<file path="config.mk">
export PLATFORM = sky130hd
export DESIGN_NAME = CacheArbiter
export DESIGN_NICKNAME = d
export VERILOG_FILES = /design/src/common/cachePkg.sv /design/src/hw/CacheArbiter.sv
export SDC_FILE = /design/constraint.sdc
export NUM_CORES = 1
export LEC_CHECK = 0
export BUFFER_PORTS_ARGS = -buffer_cell sky130_fd_sc_hd__buf_2
export CAP_MARGIN = 20
export CORE_AREA = 4 4 69 45
export DETAILED_ROUTE_END_ITERATION = 10
export DIE_AREA = 0 0 73 49
export PLACE_DENSITY = 0.9
export SKIP_LAST_GASP = 1
export SLEW_MARGIN = 40
export SYNTH_ARGS = -nofsm -noshare
export SYNTH_HDL_FRONTEND = slang
export SYNTH_SLANG_ARGS = --single-unit
export TNS_END_PERCENT = 1
</file>
<file path="constraint.sdc">
create_clock -name vclk -period 0.98
set_input_delay 0.147 -clock vclk [all_inputs]
set_output_delay 0.147 -clock vclk [all_outputs]
set_load 0.1 [all_outputs]
</file>
<file path="src/common/cachePkg.sv">
package cachePkg;

    ///////////////////////////////
    // Geometry
    ///////////////////////////////

    localparam int addrBits = 10;
    localparam int lenBits = 8;
    localparam int cWidth = 32;
    localparam int iWidth = 128;
    localparam int idBits = 2;

    localparam int wordsPerBeat = iWidth / cWidth;
    localparam int lineWords = 16;
    localparam int lineOffBits = $clog2(lineWords);
    localparam int lineAddrBits = addrBits - lineOffBits;
    localparam int lineBits = lineWords * cWidth;

    ///////////////////////////////
    // Bundles
    ///////////////////////////////

    // len is the index of the last word, inclusive
    typedef struct packed {
        logic valid;
        logic [idBits-1:0] id;
        logic [lenBits-1:0] len;
        logic [addrBits-1:0] addr;
        logic mmio;
        logic [cWidth-1:0] mmioData;
    } ReadReq;

    typedef struct packed {
        logic [iWidth-1:0] data;
        logic [idBits-1:0] id;
        logic last;
    } ReadBeat;

    typedef struct packed {
        logic [lineAddrBits-1:0] lineAddr;
        logic [lineBits-1:0] data;
    } WriteReq;

    // ce and we are active low
    typedef struct packed {
        logic ce;
        logic we;
        logic [addrBits-1:0] addr;
        logic [cWidth-1:0] wdata;
    } ArrayCmd;

endpackage

</file>
<file path="src/hw/CacheArbiter.sv">
`timescale 1ns/10ps

module CacheArbiter import cachePkg::*; (
    input logic clk,
    input logic rst,
    input ArrayCmd rdCmd,
    input ArrayCmd wrCmd,
    output logic rdGrant,
    output logic wrGrant,
    output ArrayCmd cmd
);
    localparam int lossBits = $clog2(lineWords) + 2;

    // Consecutive cycles the reader asked and lost
    logic [lossBits-1:0] rdLossCount;

    // Writer always wins
    assign wrGrant = !wrCmd.ce;
    assign rdGrant = wrCmd.ce;

    always_comb begin
        if (!wrCmd.ce) begin
            cmd = wrCmd;
        end else if (!rdCmd.ce) begin
            cmd = rdCmd;
        end else begin
            cmd = '0;
            cmd.ce = 1'b1;
            cmd.we = 1'b1;
        end
    end

    always_ff @(posedge clk) begin
        if (rst) begin
            rdLossCount <= '0;
        end else if (!rdCmd.ce && !wrCmd.ce) begin
            if (rdLossCount != '1) rdLossCount <= rdLossCount + 1'b1;
        end else begin
            rdLossCount <= '0;
        end
    end

endmodule

</file>
==> impl_metrics.csv <==
group,metric,value,unit
final_layout,fin_util,83.1,%
worst_setup_path,cp_slowest_stage_delay,0.22,ns
floorplanning,ios,136,
routing,via_count,1088,
power_and_ir_drop,ir_worst_vdd,650,µV
global_route,track_usage,20.1,%
synth,synth_nets,149,
synth,syn_inst,59,
routing,detail-route-antenna-nets,0,
timing,drv_slew,0,
final_layout,final_cell_mix,"buf_2 (88), buf_12 (50), a22o_2 (33)",
floorplanning,die_w,73,µm
worst_setup_path,critPathBufInv,3,
routing,viasPerCell,4.90,
floorplanning,die_area,0.00358,mm²
routing,drt-total-wl,4.02,mm
final_layout,fin_area,0.00205,mm²
final_layout,n_antenna_cell,0,
worst_setup_path,crit_family,"buffers and inverters",
place,post_dp_cell_area,0.00205,mm²
synth,syn-cell-area,527,µm²
final_layout,drive_above_1_share,97.4,%
floorplanning,core_area,0.00247,mm²
final_layout,register_area,0,µm²
timing,worst_pin_slew,0.216,ns
final_layout,layout_commonest_cell,"buf_2",
place,port_buffers,134,
worst_setup_path,arrival,1.05,ns
routing,first_pass_iters,4,
power_and_ir_drop,cellPowerDensity,1080,mW/mm²
job,cap_violations,0,
timing,maxSlewHeadroom,85.6,%
place,gp_congestion,0.786,
worst_setup_path,start_kind,"input pin",
synth,ys_seq_area_share,0,%
run_status,run_status,"finished, violations left",
synth,yosysWarnings,0,
final_layout,area.growth.synth_to_final,290,%
worst_setup_path,worst_path_most_repeated_cell,"buf_12",
global_route,overflow,0,
global_route,first_global_vias,1201,
timing,grt_setup_unrepaired,"true",
synth,synth_area_per_cell,8.93,µm²
worst_setup_path,crit_path_end_kind,"primary output",
routing,wl_per_cell,18.1,µm
cts,cts_setup_buffers,0,
global_route,grt_max_degree,23,
worst_setup_path,worstSetupPathType,"in -> out",
routing,drc,0,
synth,synth_cell_types,12,
worst_setup_path,slowest_stage,"nor2b_4",
worst_setup_path,path_cells,"buf_2, nor2b_4, buf_12, a22o_2, buf_12",
final_layout,seq_cell_count,0,
timing,setup_viol,44,
hold_path,hp-class,"in -> out",
timing,max_freq,839,MHz
place,hpwl,3.68,mm
timing,final.min_clock_period,1.19,ns
power_and_ir_drop,p_leak,1.04,nW
timing,holdWs,0.663,ns
routing,drt_iter0_markers,32,
power_and_ir_drop,totalPowerFinal,2.21,mW
cts,cts_resized,0,
run_status,violations,"negative setup slack",
global_route,antenna_found_initial,0,
timing,worst_slack,-0.212,ns
global_route,grt_pass1_wl,5.75,mm
floorplanning,placementRows,14,
timing,fin_crit_sh,122,%
floorplanning,die_h,49,µm
cts,ctsHoldBuffers,0,
worst_setup_path,required,0.83,ns
worst_setup_path,cp_max_fo,22,
final_layout,nClkBuffers,0,
final_layout,nets,282,
floorplanning,initial_core_util,21.3,%
timing,tns,-7.88,ns
timing,hold_viol,0,
==> cell type report <==
| type | instances | area, µm² |
|---|---|---|
| timing repair buffer | 141 | 1460 |
| multi-input combinational | 47 | 542 |
| fill | 131 | 417 |
| tap | 32 | 40.0 |
| inverter | 2 | 7.51 |
==> through the flow <==
stage,worst slack (ns),std cells
6_report,-0.212,222
5_1_grt,-0.259,222
4_1_cts,-0.212,222
3_5_place_dp,-0.215,222
3_3_place_gp,-0.148,222
2_1_floorplan,-0.253,59
==> synth_stat cells, drive strengths merged <==
library cell / number / area share, %
a21oi: 1 / 0.95
a22o: 41 / 68
and2: 1 / 1.2
buf: 10 / 23
inv: 2 / 1.4
nand2: 1 / 0.71
nor2: 1 / 0.71
nor2b: 1 / 2.6
o2bb2ai: 1 / 1.7
==> logic make-up after synthesis <==
family                 after synthesis  synth area share [%]
buffers and inverters               12                  24.0
and+or+nand+nor                      4                  5.22
AOI/OAI and AO/OA                   43                  70.8
==> per-layer routing <==
metal,share of wire (%),GRT usage [%],up-vias
met5,0,0,-
met4,0.52,1.84,0
met3,7.3,2.88,2
met2,62,45.0,53
met1,30,18.6,519
li1,-,-,514
==> worst paths after layout <==
kind | start | endpoint | slack, ns | depth (start not counted)
worst max-delay path | wrCmd[43] | cmd[19] | -0.21 | 5
worst min-delay path | rdCmd[34] | cmd[34] | 0.66 | 3
==> tightest hold or removal path, stage by stage <==
cell and delay (ns):
buf_2 0.09, a22o_4 0.12, buf_12 0.16
==> power by group <==
part	switching [mW]	internal, mW	leakage, nW
Clock	0	0	0
Combinational	1.36	0.849	1.04
Sequential	0	0	0
Total	1.36	0.849	1.04
Note: power is estimated with default switching activity, not from simulation.
