## src/common/cachePkg.sv

```systemverilog
package cachePkg;

    ///////////////////////////////
    // Geometry
    ///////////////////////////////

    localparam int addrBits = 10;
    localparam int lenBits = 8;
    localparam int cWidth = 32;
    localparam int iWidth = 128;
    localparam int idBits = 2;

    localparam int wordsPerBeat = iWidth / cWidth;
    localparam int lineWords = 16;
    localparam int lineOffBits = $clog2(lineWords);
    localparam int lineAddrBits = addrBits - lineOffBits;
    localparam int lineBits = lineWords * cWidth;

    ///////////////////////////////
    // Bundles
    ///////////////////////////////

    // len is the index of the last word, inclusive
    typedef struct packed {
        logic valid;
        logic [idBits-1:0] id;
        logic [lenBits-1:0] len;
        logic [addrBits-1:0] addr;
        logic mmio;
        logic [cWidth-1:0] mmioData;
    } ReadReq;

    typedef struct packed {
        logic [iWidth-1:0] data;
        logic [idBits-1:0] id;
        logic last;
    } ReadBeat;

    typedef struct packed {
        logic [lineAddrBits-1:0] lineAddr;
        logic [lineBits-1:0] data;
    } WriteReq;

    // ce and we are active low
    typedef struct packed {
        logic ce;
        logic we;
        logic [addrBits-1:0] addr;
        logic [cWidth-1:0] wdata;
    } ArrayCmd;

endpackage

```

## src/cacheIf/CacheLineWriter.sv

```systemverilog
`timescale 1ns/10ps

module CacheLineWriter import cachePkg::*; #(
    parameter int queueDepth = 2
) (
    input logic clk,
    input logic rst,
    input logic wrStrobe,
    input WriteReq wrReq,
    output logic wrBusy,
    input logic grant,
    output ArrayCmd arrayCmd
);
    logic [$clog2(queueDepth):0] queueFree;
    logic pushOk;
    logic lineValid;
    WriteReq line;
    logic [lineOffBits-1:0] wordIdx;
    logic lastWord;

    // A strobe into a full queue is lost
    assign pushOk = wrStrobe && (queueFree != '0);

    Fifo #(.payloadT(WriteReq), .depth(queueDepth)) fillQueue (
        .clk(clk),
        .rst(rst),
        .pushValid(pushOk),
        .pushData(wrReq),
        .popValid(lineValid),
        .popReady(lastWord),
        .popData(line),
        .free(queueFree)
    );

    // Head line stays queued until its final word is written
    assign lastWord = lineValid && grant && (wordIdx == lineOffBits'(lineWords - 1));
    assign wrBusy = lineValid;

    always_ff @(posedge clk) begin
        if (rst) begin
            wordIdx <= '0;
        end else if (lineValid && grant) begin
            wordIdx <= wordIdx + 1'b1;
        end
    end

    always_comb begin
        arrayCmd.ce = !lineValid;
        arrayCmd.we = !lineValid;
        arrayCmd.addr = {line.lineAddr, wordIdx};
        arrayCmd.wdata = line.data[wordIdx*cWidth +: cWidth];
    end

endmodule

```

## src/hw/Fifo.sv

```systemverilog
`timescale 1ns/10ps

module Fifo #(
    parameter type payloadT = logic,
    parameter int depth = 4
) (
    input logic clk,
    input logic rst,
    input logic pushValid,
    input payloadT pushData,
    output logic popValid,
    input logic popReady,
    output payloadT popData,
    output logic [$clog2(depth):0] free
);
    localparam int ptrBits = (depth > 1) ? $clog2(depth) : 1;
    localparam int freeBits = $clog2(depth) + 1;

    payloadT mem [depth];
    logic [ptrBits-1:0] rdPtr;
    logic [ptrBits-1:0] wrPtr;
    logic doPop;

    function automatic logic [ptrBits-1:0] bump(logic [ptrBits-1:0] ptr);
        return (ptr == ptrBits'(depth - 1)) ? '0 : ptr + 1'b1;
    endfunction

    assign popValid = (free != freeBits'(depth));
    assign popData = mem[rdPtr];
    assign doPop = popValid && popReady;

    always_ff @(posedge clk) begin
        if (rst) begin
            rdPtr <= '0;
            wrPtr <= '0;
            free <= freeBits'(depth);
        end else begin
            if (pushValid) wrPtr <= bump(wrPtr);
            if (doPop) rdPtr <= bump(rdPtr);
            // Push and pop together leave the count alone
            if (pushValid && !doPop) free <= free - 1'b1;
            else if (doPop && !pushValid) free <= free + 1'b1;
        end
    end

    always_ff @(posedge clk) begin
        if (pushValid) mem[wrPtr] <= pushData;
    end

endmodule

```

## config.mk

```make
export PLATFORM = sky130hd
export DESIGN_NAME = CacheLineWriter
export DESIGN_NICKNAME = d
export VERILOG_FILES = /design/src/common/cachePkg.sv /design/src/cacheIf/CacheLineWriter.sv /design/src/hw/Fifo.sv
export SDC_FILE = /design/constraint.sdc
export NUM_CORES = 1
export LEC_CHECK = 0
export ABC_CLOCK_PERIOD_IN_PS = 25800
export BUFFER_PORTS_ARGS = -buffer_cell sky130_fd_sc_hd__buf_2
export CAP_MARGIN = 15
export CORE_MARGIN = 8
export CORE_UTILIZATION = 52
export CTS_CLUSTER_DIAMETER = 50
export DETAILED_ROUTE_END_ITERATION = 12
export PLACE_DENSITY = 0.86
export SYNTH_ARGS = -nofsm -noshare
export SYNTH_HDL_FRONTEND = slang
export SYNTH_SLANG_ARGS = --single-unit
export TNS_END_PERCENT = 30
```

## constraint.sdc

```tcl
create_clock -name clk -period 25.8 [get_ports clk]
set_input_delay 1.29 -clock clk [delete_from_list [all_inputs] [get_ports clk]]
set_output_delay 1.29 -clock clk [all_outputs]
set_load 0.005 [all_outputs]
```

==> results.py <==
metrics = {
    "sta": {
        "setup_viol": 0,
        "fin_crit_sh_pct": 27.09,
        "hold_viol_final": 0,
        "max_slew.worst_pin.slew_ns": 1.244,
        "slew_violations": 0,
        "finalWorstSetupSlack_ns": 18.81,
        "fin_crit_ns": 6.988,
        "maxSlewHeadroom_pct": 17.08,
        "max_freq_mhz": 143.1,
        "fin_setup_tns_ns": 0,
        "grt_setup_unrepaired": "no",
        "clock_skew_ns": 0.04789,
    },
    "power_and_ir_drop": {
        "power_density_mw_per_mm2": 80.97,
        "ir_drop_v": 0.00006426,
        "power_frac_comb_pct": 9.0,
        "intPower_mw": 2.957,
        "p_sw_mw": 0.8928,
        "power.share.clock_pct": 37.5,
        "switching_share_pct": 23.19,
        "p_leak_nw": 15.68,
        "seq_power_share_pct": 53.5,
    },
    "clock_tree": {
        "clock_latency_ns": 0.66,
        "numCtsBuffers": 104,
        "cts_htree_levels": 3,
        "clk_path_buf_depth": 3,
        "post-cts-setup-buffer-count": 0,
        "cts_hold_buf": 0,
        "cts_tree": "built",
        "path_clk_slew_ns": 0.06,
        "root_buffer": "clkbuf_16",
        "cts.sinks": 1045,
        "post_cts_resized": 0,
    },
    "critical_path": {
        "endpoint": "arrayCmd[21]",
        "cp.required_ns": 24.51,
        "rrSetupSlack_ns": 21.53,
        "cp.arrival_ns": 5.70,
        "slowest_stage": "buf_4",
        "crit_path_max_incr_delay_ns": 1.04,
        "crit_chain": "buf_4, buf_4, buf_4, mux2i_1, a22oi_1, nand3_1, nand3_1, buf_2",
        "crit_top_cell": "buf_4",
        "r2r_end": "fillQueue.mem[1][347]",
        "r2r_cells": 5,
        "path_max_fanout": 71,
        "start_kind": "flop",
        "critPathCaptureType": "output pin",
        "r2r-start": "fillQueue.free[0]",
        "path_class": "flop to output pin",
    },
    "final_layout": {
        "final_common_cell": "edfxtp_1",
        "finalInstanceArea_mm2": 0.04754,
        "multi_input_area_mm2": 0.008422,
        "n_fill_cell": 5336,
        "final_cell_mix": "1036 x edfxtp_1, 566 x buf_2, 513 x mux2i_1, 105 x clkbuf_16, 99 x nand2_1",
        "layout.nets": 3338,
        "final_cell_count_no_fill": 3994,
        "ff_latch_area_mm2": 0.03129,
        "post-route-util_pct": 61.47,
        "area_growth_pct": 17.07,
        "drive_above_1_share_pct": 25.79,
    },
    "outcome": {
        "status": "complete, no violations",
    },
    "detailed_routing": {
        "routedWlPerCell_um": 25.38,
        "vias_per_cell": 5.796,
        "dr_wl_met2_mm": 49.49,
        "wl_met3_mm": 9.922,
        "drt_iter0_markers": 2369,
        "first_pass_iters": 8,
        "highest_layer": "met5",
        "drt-total-wl_mm": 101.4,
        "m1WireLength_mm": 38.00,
        "vias": 23150,
        "drc": 0,
        "drtAntennaViolNets": 0,
    },
    "placed_design": {
        "place_area_mm2": 0.04410,
        "dp_cells": 3748,
        "post-place-ws_ns": 19.58,
        "gp_congestion": 0.8402,
        "dp_hpwl_mm": 65.66,
        "portBuffers": 566,
    },
    "floorplanning": {
        "fp.dieH_um": 295.5,
        "die_x_um": 295.5,
        "ios": 567,
        "initial_utilization_pct": 52.51,
        "row_count": 102,
        "dieArea_mm2": 0.08729,
        "coreArea_mm2": 0.07734,
    },
    "global_route": {
        "track_usage_pct": 22.09,
        "grt_pass1_vias": 23650,
        "grt_start_max_net_pins": 167,
        "overflow": 0,
        "antenna_found_initial": 69,
        "grt_first_pass_wirelength_mm": 143.8,
    },
    "logic_synthesis": {
        "syn_avg_cell_area_um2": 18.08,
        "synth_top_cell_by_area": "edfxtp_1",
        "synth_area_mm2": 0.04061,
        "yosys_warnings": 0,
        "async_flop_share_pct": 0,
        "synth_nets": 2770,
        "ys_seq_area_share_pct": 77.05,
        "ys.flop_type": "edfxtp_1",
        "syn_inst": 2246,
        "yosysTopAreaCellShare_pct": 76.61,
        "ys_ff_latch": 1045,
        "yosys-top-cells-area": "edfxtp_1 77%, mux2i_1 13%, a22oi_1 1.8%",
        "synth-edff-count": 1036,
        "yosysUniqueCellTypes": 30,
    },
    "run": {
        "max_cap_viol_count": 0,
    },
    "min_path": {
        "hold_path.class": "flop to flop",
    },
}
cell families (layout without fill, tap and decap cells):
group	count (synthesis)	count (layout)	synth area share [%]
muxes	519	519	12.81
xor gates and xnor gates	6	6	0.1294
adders and majority gates	2	2	0.06161
AOI/OAI and AO/OA	291	291	4.868
other	0	58	0
and+or+nand+nor	249	249	2.770
DFF	1045	1045	77.05
buffers and inverters	134	784	2.308
layer usage:
layer / global-route usage (%) / vias to the layer above
li1: - / 10150
met3: 6.546 / 245
met1: 27.46 / 11490
met4: 9.600 / 38
met2: 36.02 / 1222
met5: 0 / -
layout make-up:
class,count,area share (%)
multi-input cells,1067,17.71
inverters,4,0.04737
well taps,1040,2.737
flip-flops and latches,1045,65.82
diodes,58,0.3053
clock inverters,52,1.153
repair buffers,592,6.448
clock buffers,136,5.772
flip-flops by register name (all words and copies together), names as in the netlist, named ones only:
signal / cells
fillQueue.mem: 1036
fillQueue.rdPtr: 1
wordIdx: 4
fillQueue.wrPtr: 1
fillQueue.free: 2
worst min path at each step:
stage | cells past startpoint | from | endpoint | slack, ns
after global placement | 2 | fillQueue.wrPtr | fillQueue.wrPtr | 0.44
after floorplan | 2 | fillQueue.wrPtr | fillQueue.wrPtr | 0.44
after detailed placement | 2 | fillQueue.wrPtr | fillQueue.wrPtr | 0.45
after CTS | 2 | fillQueue.wrPtr | fillQueue.wrPtr | 0.46
after global routing | 2 | fillQueue.wrPtr | fillQueue.wrPtr | 0.48
final | 2 | fillQueue.wrPtr | fillQueue.wrPtr | 0.46
cells in the mapped netlist, drive strengths merged, types with 3 or more instances:
master	number
xor2	4
nand3	97
a22oi	96
nand2b	3
nor2	9
nor3	33
edfxtp	1036
mux2	6
inv	4
buf	96
nand2	100
a31oi	32
clkbuf	34
a21oi	97
dfxtp	9
a22o	64
mux2i	513
stage by stage:
| stage | hold slack [ns] | total power, mW |
|---|---|---|
| after CTS | 0.4583 | 3.870 |
| after global routing | 0.4785 | 3.964 |
| final | 0.4581 | 3.850 |
| after floorplan | 0.4363 | 2.344 |
| after detailed placement | 0.4500 | 2.433 |
| after global placement | 0.4436 | 2.416 |
power by group through the flow:
stage,sequential [mW],combinational (mW),clock (mW)
floorplan,2.17,0.174,0
detailed placement,2.09,0.341,0
CTS,2.06,0.345,1.47
finish,2.06,0.347,1.44
global route,2.07,0.371,1.53
global placement,2.08,0.332,0
worst max-delay path: cells and delay by family (launching register included):
kind / cells / cell delay, ns
muxes: 1 / 0.29
AOI/OAI and AO/OA: 1 / 0.16
and+or+nand+nor: 2 / 0.34
buffers and inverters: 4 / 3.11
DFF: 1 / 0.93
No activity file was read; power rests on OpenSTA's default activity.
