--- src/common/cachePkg.sv ---
package cachePkg;

    ///////////////////////////////
    // Geometry
    ///////////////////////////////

    localparam int addrBits = 10;
    localparam int lenBits = 8;
    localparam int cWidth = 32;
    localparam int iWidth = 128;
    localparam int idBits = 2;

    localparam int wordsPerBeat = iWidth / cWidth;
    localparam int lineWords = 16;
    localparam int lineOffBits = $clog2(lineWords);
    localparam int lineAddrBits = addrBits - lineOffBits;
    localparam int lineBits = lineWords * cWidth;

    ///////////////////////////////
    // Bundles
    ///////////////////////////////

    // len is the index of the last word, inclusive
    typedef struct packed {
        logic valid;
        logic [idBits-1:0] id;
        logic [lenBits-1:0] len;
        logic [addrBits-1:0] addr;
        logic mmio;
        logic [cWidth-1:0] mmioData;
    } ReadReq;

    typedef struct packed {
        logic [iWidth-1:0] data;
        logic [idBits-1:0] id;
        logic last;
    } ReadBeat;

    typedef struct packed {
        logic [lineAddrBits-1:0] lineAddr;
        logic [lineBits-1:0] data;
    } WriteReq;

    // ce and we are active low
    typedef struct packed {
        logic ce;
        logic we;
        logic [addrBits-1:0] addr;
        logic [cWidth-1:0] wdata;
    } ArrayCmd;

endpackage

--- src/cacheIf/CacheReadInterface.sv ---
`timescale 1ns/10ps

module CacheReadInterface import cachePkg::*; #(
    parameter int bufLen = 4
) (
    input logic clk,
    input logic rst,
    input ReadReq req,
    output logic reqReady,
    output logic beatValid,
    input logic beatReady,
    output ReadBeat beat,
    input logic grant,
    output ArrayCmd arrayCmd,
    input logic [cWidth-1:0] rdata
);
    localparam int idxBits = $clog2(wordsPerBeat);
    localparam int lastIdx = wordsPerBeat - 1;
    localparam int cntBits = $clog2((bufLen + 1) * wordsPerBeat) + 1;

    typedef struct packed {
        ReadReq req;
        logic [lenBits-1:0] progress;
    } Transfer;

    typedef struct packed {
        logic valid;
        logic [idBits-1:0] id;
        logic last;
        logic mmio;
        logic [cWidth-1:0] mmioData;
    } ReadMeta;

    Transfer cur;
    Transfer next;
    Transfer incoming;
    ReadMeta readMeta;
    ReadMeta [1:0] metaPipe;

    logic [$clog2(bufLen):0] fifoFree;
    logic pushValid;
    ReadBeat pushBeat;

    logic [lastIdx*cWidth-1:0] acc;
    logic [idxBits-1:0] accIdx;
    logic [cntBits-1:0] inFlight;
    logic [cntBits-1:0] freeWords;
    logic allowNewRead;
    logic [lineOffBits-1:0] wordOff;
    logic readSucc;
    logic reqFire;

    Fifo #(.payloadT(ReadBeat), .depth(bufLen)) beatFifo (
        .clk(clk),
        .rst(rst),
        .pushValid(pushValid),
        .pushData(pushBeat),
        .popValid(beatValid),
        .popReady(beatReady),
        .popData(beat),
        .free(fifoFree)
    );

    ///////////////////////////////
    // Issue
    ///////////////////////////////

    // An MMIO entry will fill a whole beat slot
    function automatic logic [cntBits-1:0] pipeWords(ReadMeta m);
        if (!m.valid) return '0;
        return m.mmio ? cntBits'(wordsPerBeat) : cntBits'(1);
    endfunction

    always_comb begin
        inFlight = cntBits'(accIdx) + pipeWords(metaPipe[0]) + pipeWords(metaPipe[1]);
        freeWords = cntBits'(fifoFree) * cntBits'(wordsPerBeat);
        allowNewRead = freeWords > inFlight;
    end

    always_comb begin
        wordOff = cur.req.addr[lineOffBits-1:0] + cur.progress[lineOffBits-1:0];
        readMeta = '0;
        arrayCmd = '0;
        arrayCmd.ce = 1'b1;
        arrayCmd.we = 1'b1;
        // Wrap inside the line
        arrayCmd.addr = {cur.req.addr[addrBits-1:lineOffBits], wordOff};
        if (cur.req.valid && allowNewRead) begin
            readMeta.valid = 1'b1;
            readMeta.id = cur.req.id;
            readMeta.last = cur.req.mmio || (cur.progress == cur.req.len);
            readMeta.mmio = cur.req.mmio;
            readMeta.mmioData = cur.req.mmioData;
            arrayCmd.ce = cur.req.mmio;
        end
    end

    assign readSucc = readMeta.valid && (grant || readMeta.mmio);
    assign reqReady = !next.req.valid || (readSucc && readMeta.last);
    assign reqFire = req.valid && reqReady;
    assign incoming = '{req: req, progress: '0};

    always_ff @(posedge clk) begin
        if (rst) begin
            cur <= '0;
            next <= '0;
            metaPipe <= '0;
        end else begin
            metaPipe <= {metaPipe[0], readSucc ? readMeta : ReadMeta'('0)};
            if (readSucc && readMeta.last) begin
                if (next.req.valid) begin
                    cur <= next;
                    next <= reqFire ? incoming : Transfer'('0);
                end else begin
                    cur <= reqFire ? incoming : Transfer'('0);
                end
            end else begin
                if (readSucc) cur.progress <= cur.progress + 1'b1;
                if (reqFire) begin
                    if (!cur.req.valid) cur <= incoming;
                    else next <= incoming;
                end
            end
        end
    end

    ///////////////////////////////
    // Beat assembly
    ///////////////////////////////

    always_comb begin
        pushValid = 1'b0;
        pushBeat = '0;
        pushBeat.id = metaPipe[1].id;
        pushBeat.last = metaPipe[1].last;
        if (metaPipe[1].valid) begin
            if (metaPipe[1].mmio) begin
                pushValid = 1'b1;
                pushBeat.data = iWidth'(metaPipe[1].mmioData);
            end else if (accIdx == idxBits'(lastIdx)) begin
                pushValid = 1'b1;
                pushBeat.data = {rdata, acc};
            end
        end
    end

    always_ff @(posedge clk) begin
        if (rst) begin
            accIdx <= '0;
        end else if (metaPipe[1].valid && !metaPipe[1].mmio) begin
            accIdx <= (accIdx == idxBits'(lastIdx)) ? '0 : accIdx + 1'b1;
        end
    end

    always_ff @(posedge clk) begin
        if (metaPipe[1].valid && !metaPipe[1].mmio && accIdx != idxBits'(lastIdx)) begin
            acc[accIdx*cWidth +: cWidth] <= rdata;
        end
    end

endmodule

--- src/hw/Fifo.sv ---
`timescale 1ns/10ps

module Fifo #(
    parameter type payloadT = logic,
    parameter int depth = 4
) (
    input logic clk,
    input logic rst,
    input logic pushValid,
    input payloadT pushData,
    output logic popValid,
    input logic popReady,
    output payloadT popData,
    output logic [$clog2(depth):0] free
);
    localparam int ptrBits = (depth > 1) ? $clog2(depth) : 1;
    localparam int freeBits = $clog2(depth) + 1;

    payloadT mem [depth];
    logic [ptrBits-1:0] rdPtr;
    logic [ptrBits-1:0] wrPtr;
    logic doPop;

    function automatic logic [ptrBits-1:0] bump(logic [ptrBits-1:0] ptr);
        return (ptr == ptrBits'(depth - 1)) ? '0 : ptr + 1'b1;
    endfunction

    assign popValid = (free != freeBits'(depth));
    assign popData = mem[rdPtr];
    assign doPop = popValid && popReady;

    always_ff @(posedge clk) begin
        if (rst) begin
            rdPtr <= '0;
            wrPtr <= '0;
            free <= freeBits'(depth);
        end else begin
            if (pushValid) wrPtr <= bump(wrPtr);
            if (doPop) rdPtr <= bump(rdPtr);
            // Push and pop together leave the count alone
            if (pushValid && !doPop) free <= free - 1'b1;
            else if (doPop && !pushValid) free <= free + 1'b1;
        end
    end

    always_ff @(posedge clk) begin
        if (pushValid) mem[wrPtr] <= pushData;
    end

endmodule

--- config.mk ---
export PLATFORM = sky130hd
export DESIGN_NAME = CacheReadInterface
export DESIGN_NICKNAME = d
export VERILOG_FILES = /design/src/common/cachePkg.sv /design/src/cacheIf/CacheReadInterface.sv /design/src/hw/Fifo.sv
export SDC_FILE = /design/constraint.sdc
export NUM_CORES = 1
export LEC_CHECK = 0
export BUFFER_PORTS_ARGS = -buffer_cell sky130_fd_sc_hd__buf_2
export CAP_MARGIN = 15
export CORE_AREA = 4 4 316 194
export CTS_BUF_LIST = sky130_fd_sc_hd__clkbuf_8
export CTS_CLUSTER_SIZE = 40
export DETAILED_ROUTE_END_ITERATION = 12
export DIE_AREA = 0 0 320 198
export PLACE_DENSITY = 0.81
export SLEW_MARGIN = 0
export SYNTH_ARGS = -nofsm -noshare
export SYNTH_HDL_FRONTEND = slang
export SYNTH_SLANG_ARGS = --single-unit
export TNS_END_PERCENT = 50
--- constraint.sdc ---
create_clock -name clk -period 7.69 [get_ports clk]
set_clock_uncertainty 0.1 [all_clocks]
set_input_delay 0.3845 -clock clk [delete_from_list [all_inputs] [get_ports clk]]
set_output_delay 0.3845 -clock clk [all_outputs]
set_load 0.02 [all_outputs]
==> impl_metrics.tcl <==
set metrics [dict create \
    status "complete, no violations" \
    timing.critical_path.cells "ha_4 > buf_4 > o21a_1 > and2_4 > buf_4" \
    yosys.cell_types.count 58 \
    floorplan.die.height_um 198 \
    portBuffers 233 \
    postRouteAntennaNets 0 \
    yosys-top-cells-area "edfxtp_1, dfxtp_1, mux4_2, o221ai_2, and2_1" \
    final_area_um2 37100 \
    remaining_drc_errors 0 \
    worst_hold_slack_ps 63.3 \
    max-slew-margin-rel_pct 21.8 \
    detailedPlace.worstSlack_ps 3070 \
    crit_path_end_kind "flop" \
    yosysWarningCount 0 \
    final_worst_path_setup_slack_ps 3360 \
    die_area_um2 63400 \
    numPlacedInstances 2911 \
    fin_cells 3212 \
    clkLatencyLatePin_ps 710 \
    crit_path_max_fanout 100 \
    finalMaxSlewViolations 0 \
    layout-drive-gt1-share_pct 25.6 \
    critical_path.startpoint_type "flop" \
    timing.hold.worst.class "input pin to flop" \
    yosys.cell_count.top_type "edfxtp_1" \
    asyncSetResetFlopFracSynth_pct 0 \
    core.rowCount 69 \
    routedWlPerCell_um 22.8 \
    yosys.area.top_type_share_pct 57.5 \
    synthFlopType "edfxtp_1" \
    setup_viol 0 \
    post-cts-setup-buffer-count 0 \
    clockRootBuffer "clkbuf_8" \
    post_cts_resize_count 0 \
    gp_congestion 0.785 \
    via_count 18700 \
    most_frequent_cp_cell "buf_4" \
    worst_slew_pin_slew_ps 1170 \
    yosys-top-cells-count "edfxtp_1, dfxtp_1, inv_1" \
    wirelength_um 73200 \
    data_arrival_time_at_the_worst_slack_endpoint_ps 4540 \
    p_total_mw 8.31 \
    cellLeakagePower_nw 13.3 \
    timing.critical_path.slowest_stage_cell "buf_4" \
    grt-ovfl-total 0 \
    grt_start_max_net_pins 101 \
    groute.usage.overall_pct 22.9 \
    syn_area_per_cell_um2 16.1 \
    hold_viol_final 0 \
    synth-edff-count 620 \
    placedInstanceArea_um2 34100 \
    clock_sink_count 821 \
    coreArea_um2 58400 \
    clockBufferDepth 3 \
    antenna_violations_before_repair 6 \
    area_delta_synth_final_pct 14.5 \
    post_drt_via_cell_ratio 5.82 \
    ys_seq_area_share_pct 69.9 \
    cellPowerDensity_nw_per_um2 224 \
    syn-cell-area_um2 32400 \
    syn_inst 2012 \
    initial_core_util_pct 55.4 \
    number_of_buffers_created_by_cts 114 \
    cts_h_tree_depth 3 \
    die_width_um 320 \
    vdd.ir_drop.worst_v 0.000154 \
    ys_ff_latch 821 \
    design.portCount 267 \
    layout.core_utilization_pct 63.5 \
    grt_pass1_vias 18800 \
    final_setup_tns_ps 0 \
    min_clock_period_post_route_ps 4330 \
    fmax_ghz 0.231 \
    crit_path_max_incr_delay_ps 920 \
    post-dp-hpwl_um 44500 \
    yosysTopAreaCell "edfxtp_1" \
    post-route-period-util_pct 56.3 \
    finalNetCount 2446 \
    cp_class "flop to flop" \
    critPathRequiredTime_ps 7900 \
    first_drt_pass_iteration_count 5 \
    clk_pin_slew_ps 70 \
    cts_tree "done" \
    drtIter0Drc 1694 \
    cap_viol_max_count 0 \
    grt_setup_unrepaired "no" \
    grt_pass1_wl_um 111000 \
]
==> cell type report <==
cell class              count  area (um^2)
flip-flops and latches    821        22700
fillers                  3942        21300
multi-input cells         879         8420
repair buffers            347         2300
clock buffers             122         1680
well taps                 781          977
inverters                 171          642
clock inverters            89          430
diodes                      2         5.00
==> layout by cell type (no fill, tap or decap), types with 17 or more instances in the layout <==
cell type	instances
nand2_1	60
o221ai_2	50
nor3_1	40
nor2_1	26
clkinv_2	17
ha_1	18
nand2b_1	55
clkinv_1	18
buf_4	25
mux4_2	131
nor2b_1	39
dlygate4sd3_1	86
clkbuf_8	122
a22o_1	32
edfxtp_1	620
dfxtp_1	198
conb_1	33
buf_2	232
and3_1	98
o221ai_1	55
and2_1	100
inv_1	216
a22oi_1	51
==> routing by layer <==
metal,wire (um),track usage (%),up-vias
met3,6290,5.52,126
met1,29200,31.6,9573
met4,1630,6.39,4
met5,27,0,-
li1,-,-,8175
met2,36100,37.2,815
==> path summary, 6_finish.rpt <==
kind           startpoint             endpoint  slack [ps]  depth (start not counted)
max             accIdx[0]  beatFifo.mem[2][78]        3360                          5
min             rdata[19]              acc[51]          60                          2
max reg2reg     accIdx[0]  beatFifo.mem[2][78]        3360                          5
min reg2reg  metaPipe[33]         metaPipe[70]         340                          1
==> kinds of logic after synthesis <==
kind of cell	Yosys count	synth area share, %
AND/OR/NAND/NOR	452	8.02
buffers and inverters	343	4.82
AO/OA/AOI/OAI	217	6.47
multiplexers	134	9.25
other	2	0.0232
XOR/XNOR	21	0.614
flip-flops	821	69.9
adder cells (fa/ha/maj)	22	0.919
==> worst max-delay path: cells and delay by family, from the launching register on <==
kind	cells	cell delay, ps
flip-flops	1	560
adder cells (fa/ha/maj)	1	190
AO/OA/AOI/OAI	1	440
buffers and inverters	2	1610
AND/OR/NAND/NOR	1	850
==> sequential cells by signal, indices dropped and copies added (netlist names), named ones only <==
signal / cells
beatFifo.mem: 524
next: 54
metaPipe: 74
beatFifo.free: 3
accIdx: 2
cur: 56
beatFifo.wrPtr: 2
beatFifo.rdPtr: 2
arrayCmd: 6
acc: 96
==> where the power goes <==
part | internal (mW) | switching, mW | total [mW]
Clock | 1.51 | 1.61 | 3.11
Combinational | 0.148 | 0.251 | 0.398
Sequential | 4.77 | 0.0326 | 4.80
==> repair_timing <==
item	4_1_cts	5_1_grt
endpoints found under the hold margin	209	0
hold buffers	86	0
setup endpoints to repair	0	0
Power figures use the tool's default switching activity.
